===== config.mk =====
export PLATFORM = sky130hd
export DESIGN_NAME = lbp_top
export DESIGN_NICKNAME = d
export VERILOG_FILES = /design/src/hdl/lbp_pkg.sv /design/src/hdl/lbp_bilinear_calc.sv /design/src/hdl/lbp_window_buffer.sv /design/src/hdl/lbp_ring_interp.sv /design/src/hdl/lbp_encoder.sv /design/src/hdl/lbp_top.sv
export SDC_FILE = /design/constraint.sdc
export NUM_CORES = 2
export LEC_CHECK = 0
export CAP_MARGIN = 0
export CORE_MARGIN = 1.5
export CORE_UTILIZATION = 36
export CTS_CLUSTER_DIAMETER = 150
export CTS_CLUSTER_SIZE = 10
export DETAILED_ROUTE_END_ITERATION = 6
export DONT_BUFFER_PORTS = 1
export SETUP_SLACK_MARGIN = 0.4
export SLEW_MARGIN = 20
export SYNTH_ARGS = -nofsm -noshare
export SYNTH_HDL_FRONTEND = slang
export SYNTH_SLANG_ARGS = --single-unit

===== constraint.sdc =====
create_clock -name clk -period 6.5 [get_ports clk]
set_input_delay 0.65 -clock clk [delete_from_list [all_inputs] [get_ports clk]]
set_output_delay 0.65 -clock clk [all_outputs]
set_load 0.05 [all_outputs]

===== src/hdl/lbp_pkg.sv =====
package lbp_pkg;

  localparam int IMG_W      = 16;
  localparam int IMG_H      = 12;
  localparam int LBP_RADIUS = 2;
  localparam int WIN_SIZE   = 2 * LBP_RADIUS + 1;
  localparam int RING_PTS   = 8;
  localparam int PIX_W      = 8;
  localparam int FRAC_W     = 16;
  localparam int BILIN_LAT  = 3;

  typedef logic [PIX_W-1:0]          pixel_t;
  typedef logic [PIX_W+FRAC_W-1:0]   sample_t;
  typedef logic [FRAC_W:0]           weight_t;
  typedef logic [RING_PTS-1:0]       lbp_code_t;
  typedef logic [$clog2(IMG_W)-1:0]  col_t;
  typedef logic [$clog2(IMG_H)-1:0]  row_t;

  // Corner weights for f = sqrt(2) - 1, summing to exactly 65536
  localparam weight_t W_NEAR = 17'd22488;
  localparam weight_t W_MID  = 17'd15902;
  localparam weight_t W_FAR  = 17'd11244;

  typedef struct packed {
    pixel_t inner;
    pixel_t outer_col;
    pixel_t outer_row;
    pixel_t outer_diag;
  } corner_quad_t;

  typedef struct packed {
    pixel_t       center;
    pixel_t       east;
    pixel_t       north;
    pixel_t       west;
    pixel_t       south;
    corner_quad_t ne;
    corner_quad_t nw;
    corner_quad_t sw;
    corner_quad_t se;
    logic         valid;
    logic         frame_end;
  } lbp_nbhd_t;

  // s[0] is east, then counter-clockwise in 45 degree steps
  typedef struct packed {
    sample_t                    center_ext;
    sample_t [RING_PTS-1:0]     s;
    logic                       valid;
    logic                       frame_end;
  } lbp_ring_t;

endpackage


===== src/hdl/lbp_bilinear_calc.sv =====
`timescale 1ns/1ps

module lbp_bilinear_calc (
  input  logic                  clk,
  input  logic                  rst_n,
  input  lbp_pkg::corner_quad_t quad_i,
  output lbp_pkg::sample_t      sample_o
);

  import lbp_pkg::*;

  sample_t prod_q [4];
  sample_t pair_q [2];

  always_ff @(posedge clk) begin
    if (!rst_n) begin
      prod_q   <= '{default: '0};
      pair_q   <= '{default: '0};
      sample_o <= '0;
    end else begin
      // Largest product is 255 * W_NEAR, well inside 24 bits
      prod_q[0] <= sample_t'(quad_i.inner) * sample_t'(W_NEAR);
      prod_q[1] <= sample_t'(quad_i.outer_col) * sample_t'(W_MID);
      prod_q[2] <= sample_t'(quad_i.outer_row) * sample_t'(W_MID);
      prod_q[3] <= sample_t'(quad_i.outer_diag) * sample_t'(W_FAR);

      pair_q[0] <= prod_q[0] + prod_q[1];
      pair_q[1] <= prod_q[2] + prod_q[3];

      // Weights sum to 1.0 so the total stays below 256.0
      sample_o  <= pair_q[0] + pair_q[1];
    end
  end

endmodule


===== src/hdl/lbp_window_buffer.sv =====
`timescale 1ns/1ps

module lbp_window_buffer (
  input  logic               clk,
  input  logic               rst_n,
  input  logic               pixel_valid_i,
  input  lbp_pkg::pixel_t    pixel_i,
  input  logic               frame_start_i,
  output lbp_pkg::lbp_nbhd_t nbhd_o
);

  import lbp_pkg::*;

  // Line buffer 0 holds the oldest row
  pixel_t    line_buf [WIN_SIZE-1][IMG_W];
  pixel_t    win      [WIN_SIZE][WIN_SIZE];
  pixel_t    new_col  [WIN_SIZE];

  col_t      col_q;
  col_t      cur_col;
  row_t      row_q;
  row_t      cur_row;
  logic      last_col;
  logic      last_row;
  logic      win_valid_q;
  logic      win_end_q;

  // Frame start puts the pixel at the origin
  always_comb begin
    cur_col  = frame_start_i ? '0 : col_q;
    cur_row  = frame_start_i ? '0 : row_q;
    last_col = (cur_col == col_t'(IMG_W - 1));
    last_row = (cur_row == row_t'(IMG_H - 1));
  end

  always_ff @(posedge clk) begin
    if (!rst_n) begin
      col_q <= '0;
      row_q <= '0;
    end else if (pixel_valid_i) begin
      if (last_col) begin
        col_q <= '0;
        row_q <= last_row ? '0 : cur_row + row_t'(1);
      end else begin
        col_q <= cur_col + col_t'(1);
        row_q <= cur_row;
      end
    end
  end

  // Column entering the window, oldest row first
  always_comb begin
    for (int i = 0; i < WIN_SIZE - 1; i++) begin
      new_col[i] = line_buf[i][cur_col];
    end
    new_col[WIN_SIZE-1] = pixel_i;
  end

  always_ff @(posedge clk) begin
    if (pixel_valid_i) begin
      for (int i = 0; i < WIN_SIZE - 1; i++) begin
        line_buf[i][cur_col] <= new_col[i + 1];
      end
      for (int i = 0; i < WIN_SIZE; i++) begin
        for (int j = 0; j < WIN_SIZE - 1; j++) begin
          win[i][j] <= win[i][j + 1];
        end
        win[i][WIN_SIZE-1] <= new_col[i];
      end
    end
  end

  always_ff @(posedge clk) begin
    if (!rst_n) begin
      win_valid_q <= 1'b0;
      win_end_q   <= 1'b0;
    end else begin
      win_valid_q <= pixel_valid_i && (cur_row >= row_t'(2 * LBP_RADIUS)) &&
                     (cur_col >= col_t'(2 * LBP_RADIUS));
      win_end_q   <= pixel_valid_i && last_row && last_col;
    end
  end

  // Row 0 is north, column 4 is east
  always_comb begin
    nbhd_o.center           = win[LBP_RADIUS][LBP_RADIUS];
    nbhd_o.east             = win[2][4];
    nbhd_o.north            = win[0][2];
    nbhd_o.west             = win[2][0];
    nbhd_o.south            = win[4][2];
    nbhd_o.ne.inner         = win[1][3];
    nbhd_o.ne.outer_col     = win[1][4];
    nbhd_o.ne.outer_row     = win[0][3];
    nbhd_o.ne.outer_diag    = win[0][4];
    nbhd_o.nw.inner         = win[1][1];
    nbhd_o.nw.outer_col     = win[1][0];
    nbhd_o.nw.outer_row     = win[0][1];
    nbhd_o.nw.outer_diag    = win[0][0];
    nbhd_o.sw.inner         = win[3][1];
    nbhd_o.sw.outer_col     = win[3][0];
    nbhd_o.sw.outer_row     = win[4][1];
    nbhd_o.sw.outer_diag    = win[4][0];
    nbhd_o.se.inner         = win[3][3];
    nbhd_o.se.outer_col     = win[3][4];
    nbhd_o.se.outer_row     = win[4][3];
    nbhd_o.se.outer_diag    = win[4][4];
    nbhd_o.valid            = win_valid_q;
    nbhd_o.frame_end        = win_end_q;
  end

endmodule


===== src/hdl/lbp_ring_interp.sv =====
`timescale 1ns/1ps

module lbp_ring_interp (
  input  logic               clk,
  input  logic               rst_n,
  input  lbp_pkg::lbp_nbhd_t nbhd_i,
  output lbp_pkg::lbp_ring_t ring_o
);

  import lbp_pkg::*;

  // Axis slots: center, east, north, west, south
  pixel_t [4:0]          axis_in;
  pixel_t [4:0]          axis_sr [BILIN_LAT];
  logic [BILIN_LAT-1:0]  valid_sr;
  logic [BILIN_LAT-1:0]  end_sr;
  corner_quad_t          quad [4];
  sample_t               diag [4];

  function automatic sample_t widen(pixel_t p);
    return {p, {FRAC_W{1'b0}}};
  endfunction

  always_comb begin
    axis_in = {nbhd_i.south, nbhd_i.west, nbhd_i.north, nbhd_i.east, nbhd_i.center};
    quad[0] = nbhd_i.ne;
    quad[1] = nbhd_i.nw;
    quad[2] = nbhd_i.sw;
    quad[3] = nbhd_i.se;
  end

  for (genvar k = 0; k < 4; k++) begin : g_diag
    lbp_bilinear_calc bilin_inst (
      .clk      (clk),
      .rst_n    (rst_n),
      .quad_i   (quad[k]),
      .sample_o (diag[k])
    );
  end

  // Axis pixels wait out the bilinear latency
  always_ff @(posedge clk) begin
    axis_sr[0] <= axis_in;
    for (int i = 1; i < BILIN_LAT; i++) begin
      axis_sr[i] <= axis_sr[i - 1];
    end
  end

  always_ff @(posedge clk) begin
    if (!rst_n) begin
      valid_sr <= '0;
      end_sr   <= '0;
    end else begin
      valid_sr <= {valid_sr[BILIN_LAT-2:0], nbhd_i.valid};
      end_sr   <= {end_sr[BILIN_LAT-2:0], nbhd_i.frame_end};
    end
  end

  // Even steps are axis samples, odd steps diagonal
  always_comb begin
    ring_o.center_ext = widen(axis_sr[BILIN_LAT-1][0]);
    for (int k = 0; k < 4; k++) begin
      ring_o.s[2 * k]     = widen(axis_sr[BILIN_LAT-1][k + 1]);
      ring_o.s[2 * k + 1] = diag[k];
    end
    ring_o.valid     = valid_sr[BILIN_LAT-1];
    ring_o.frame_end = end_sr[BILIN_LAT-1];
  end

endmodule


===== src/hdl/lbp_encoder.sv =====
`timescale 1ns/1ps

module lbp_encoder (
  input  logic               clk,
  input  logic               rst_n,
  input  lbp_pkg::lbp_ring_t ring_i,
  output logic               code_valid_o,
  output lbp_pkg::lbp_code_t code_o,
  output logic               frame_done_o
);

  import lbp_pkg::*;

  lbp_code_t code_d;

  // Ties count as set
  always_comb begin
    for (int i = 0; i < RING_PTS; i++) begin
      code_d[i] = (ring_i.s[i] >= ring_i.center_ext);
    end
  end

  always_ff @(posedge clk) begin
    if (!rst_n) begin
      code_valid_o <= 1'b0;
      code_o       <= '0;
      frame_done_o <= 1'b0;
    end else begin
      code_valid_o <= ring_i.valid;
      frame_done_o <= ring_i.valid && ring_i.frame_end;
      if (ring_i.valid) begin
        code_o <= code_d;
      end
    end
  end

endmodule


===== src/hdl/lbp_top.sv =====
`timescale 1ns/1ps

module lbp_top (
  input  logic               clk,
  input  logic               rst_n,
  input  logic               pixel_valid_i,
  input  lbp_pkg::pixel_t    pixel_i,
  input  logic               frame_start_i,
  output logic               code_valid_o,
  output lbp_pkg::lbp_code_t code_o,
  output logic               frame_done_o
);

  import lbp_pkg::*;

  lbp_nbhd_t nbhd;
  lbp_ring_t ring;

  lbp_window_buffer window_buffer_inst (
    .clk           (clk),
    .rst_n         (rst_n),
    .pixel_valid_i (pixel_valid_i),
    .pixel_i       (pixel_i),
    .frame_start_i (frame_start_i),
    .nbhd_o        (nbhd)
  );

  // Three cycles, matching BILIN_LAT
  lbp_ring_interp ring_interp_inst (
    .clk    (clk),
    .rst_n  (rst_n),
    .nbhd_i (nbhd),
    .ring_o (ring)
  );

  lbp_encoder encoder_inst (
    .clk          (clk),
    .rst_n        (rst_n),
    .ring_i       (ring),
    .code_valid_o (code_valid_o),
    .code_o       (code_o),
    .frame_done_o (frame_done_o)
  );

endmodule


==> flow_summary_export.csv <==
group,metric,value,unit
outcome,status,"completed",
synth,synthTopCellsByCount,"1,115 x ha_1, 1,051 x inv_1, 746 x dfxtp_1",
pwr,power.density,423,nW/µm²
drt,firstDrtPassIters,5,
pwr,ir_worst_vdd,0.245,mV
sta,min_period_over_period,75.3,%
run,drv_cap,0,
critical_path,cpPeakStageDelay,0.58,ns
clocking,numCtsBuffers,163,
die,dieWidth,497,µm
cells_and_area,fin_cells,11500,
die,num_io_pins,22,
critical_path,reg2regPathDepth,15,
critical_path,end_kind,"flip-flop",
sta,setup_viol,0,
drt,initialDrtViolationCount,3287,
synth,postSynthCellCount,8173,
min_path,holdPathStages,2,
die,die_h,497,µm
synth,synthDistinctLibCells,83,
placement,dp_cells,11200,
cells_and_area,fin_nets,9780,
critical_path,critPathSlowestCell,"fa_1",
critical_path,critPathMaxFanout,6,
synth,synthFlopType,"dfxtp_1",
sta,fmax,0.204,GHz
sta,tightest_slew,1.20,ns
drt,vias,57900,
critical_path,cp.arrival,5.60,ns
synth,synthesis.nets,9733,
global_route,grt_max_degree,242,
sta,finalClockSkew,0.0418,ns
min_path,hp-class,"in -> reg",
clocking,htree_levels,4,
cells_and_area,syn2layout_area_growth,9.97,%
clocking,cts.sinks,1458,
critical_path,cp.required,7.20,ns
synth,synth_top_cell_area_share,24.3,%
synth,async_flop_share,0,%
synth,syn-cell-area,87900,µm²
placement,place_congestion,0.870,
sta,rsz0062_at_grt,"no",
drt,viasPerCell,5.03,
synth,ys_seq_area_share,41.3,%
pwr,leakagePower,0.0431,µW
clocking,clockBufferDepth,3,
critical_path,cp_num_cells,15,
placement,dp_hpwl,140000,µm
drt,drc,0,
synth,synth_edf_count,712,
critical_path,r2r_slack,1.60,ns
clocking,clkLatencyLatePin,0.82,ns
die,fp-row-count,181,
sta,fin_tns_setup,0,ns
synth,synth.avg_cell_area,10.8,µm²
placement,port_buffers,0,
sta,timing_hold_violations_final,0,
sta,relSlewSlack,19.7,%
global_route,grt.total_usage,15.8,%
global_route,grt_pass1_wl,317000,µm
synth,synth.area.top_cells,"edfxtp_1 24%, dfxtp_1 17%, ha_1 16%",
die,dieArea,247000,µm²
critical_path,worst_setup_path_start_kind,"flip-flop",
synth,synth.most_common_cell,"ha_1",
sta,finalMaxSlewViolations,0,
synth,yosysWarnings,0,
die,initial_core_util,36.2,%
synth,synth_area_leader_cell,"edfxtp_1",
cells_and_area,drive_gt1_share,4.63,%
clocking,cts_tree,"done",
sta,layout_min_cycle_time,4.90,ns
clocking,post_cts_resized,0,
critical_path,path_buf_inv,2,
critical_path,path_cells,"inv_1 -> fa_1 -> fa_1 -> fa_1 -> fa_1 -> inv_1 -> ha_1 -> a21o_1 -> a21o_1 -> a21o_1 -> a21oi_1 -> o311ai_0 -> o211ai_1 -> mux2_2 -> or3_1",
synth,synth_seq_cells,1458,
clocking,clkTransAtPathRegs,0.06,ns
critical_path,critPathTopFamily,"adder cells",
global_route,antenna_found_initial,5,
critical_path,path_class,"reg -> reg",
drt,wl_per_cell,17.1,µm
die,core-area,243000,µm²
drt,ant_nets,0,
clocking,cts_root_buffer,"clkbuf_16",
global_route,grt_overflow,0,
global_route,first_global_vias,58800,
drt,routed_wl,197000,µm
critical_path,critPathMostFrequentCell,"fa_1",
[flip-flops by register name (all words and copies together) (netlist names), 3 cells and up]
signal / flops
encoder_inst.code_o: 8
ring_interp_inst.axis_sr: 120
ring_interp_inst.end_sr: 3
ring_interp_inst.g_diag.bilin_inst.pair_q: 180
ring_interp_inst.g_diag.bilin_inst.prod_q: 328
ring_interp_inst.g_diag.bilin_inst.sample_o: 92
ring_interp_inst.valid_sr: 3
window_buffer_inst.col_q: 4
window_buffer_inst.line_buf: 512
window_buffer_inst.row_q: 4
window_buffer_inst.win: 200
[power by group]
| part | internal (µW) | switching (µW) | total, µW | leakage, µW |
|---|---|---|---|---|
| clock | 4700 | 3710 | 8410 | 0.00224 |
| combinational | 8750 | 11800 | 20500 | 0.0281 |
| sequential | 11300 | 740 | 12000 | 0.0128 |
| total | 24700 | 16200 | 40900 | 0.0431 |
[through the flow]
stage          total power [µW]  cell area (µm²)  hold slack (ns)  utilization, %  worst slack, ns
6_report                  40900            96700           0.0920            39.8             1.60
5_1_grt                   44500            96700           0.0321            39.8             1.33
4_1_cts                   41300            96700           0.0114            39.8             1.57
3_5_place_dp              32600            91900            0.312            37.8             1.61
3_3_place_gp              32300            91900            0.310            37.8             1.59
2_1_floorplan             27900            87900            0.310               -             1.65
[cell type report]
type	count	area [µm²]
diodes	1	2.50
clock buffers	251	4450
clock inverters	13	236
fillers	23100	146000
inverters	1052	3960
multi-input cells	5478	47100
flip-flops and latches	1458	36300
well taps	3202	4010
repair buffers	67	603
[layer usage]
metal / share of wire, % / track usage (%) / vias up
met5: 0 / 0 / -
met4: 2.0 / 3.89 / 0
met3: 3.9 / 2.13 / 255
met2: 47 / 26.4 / 943
met1: 47 / 21.5 / 28100
li1: - / - / 28600
[cell families (layout without fill, tap and decap cells)]
family	count (synthesis)	count (layout)	synth area share [%]
compound gates	1573	1573	11.6
simple gates	1776	1776	9.87
mux	261	261	3.06
xor+xnor	320	320	3.19
fa+ha+maj	1548	1548	25.7
other cells	0	1	0
flops	1458	1458	41.3
buf+inv	1237	1383	5.29
[cells in the final DEF, fill, tap and decap left out, types with 34 or more instances in the layout]
| cell | count |
|---|---|
| xor2_1 | 137 |
| fa_1 | 433 |
| inv_1 | 1050 |
| clkbuf_1 | 86 |
| mux2i_1 | 196 |
| o21bai_1 | 62 |
| ha_1 | 1115 |
| and3_1 | 45 |
| nand2_1 | 290 |
| nor2b_1 | 120 |
| a21oi_1 | 491 |
| o21a_1 | 66 |
| nand2b_1 | 93 |
| or2_2 | 34 |
| nand3_1 | 107 |
| nor3b_1 | 35 |
| mux2_2 | 65 |
| nor4_1 | 40 |
| clkbuf_16 | 165 |
| o21ai_0 | 259 |
| nand4_1 | 34 |
| a211oi_1 | 125 |
| and2_1 | 116 |
| a31oi_1 | 45 |
| xnor2_1 | 183 |
| a21o_1 | 224 |
| nor2_1 | 587 |
| edfxtp_1 | 712 |
| nor3_1 | 174 |
| buf_4 | 50 |
| dfxtp_1 | 745 |
[worst reg2reg max path, cell delays in order, from the launching register on]
cell and delay, ns:
edfxtp_1 0.52, inv_1 0.10, fa_1 0.58, fa_1 0.49
fa_1 0.46, fa_1 0.54, inv_1 0.04, ha_1 0.33
a21o_1 0.20, a21o_1 0.17, a21o_1 0.17, a21oi_1 0.18
o311ai_0 0.16, o211ai_1 0.15, mux2_2 0.35, or3_1 0.35
[worst paths after layout]
kind                                   start                                               end
max            window_buffer_inst.win[1][11]  ring_interp_inst.g_diag[0].bilin_inst.prod_q[91]
min                                    rst_n  ring_interp_inst.g_diag[1].bilin_inst.pair_q[12]
max reg2reg    window_buffer_inst.win[1][11]  ring_interp_inst.g_diag[0].bilin_inst.prod_q[91]
min reg2reg  ring_interp_inst.axis_sr[0][56]                   ring_interp_inst.axis_sr[0][96]
[repair_timing]
| item | CTS | global route |
|---|---|---|
| hold buffers | 13 | 0 |
| buffers inserted | 0 | 0 |
| endpoints found under the hold margin | 194 | 0 |
| setup endpoints to repair | 0 | 0 |
(Power assumes the default switching activity.)
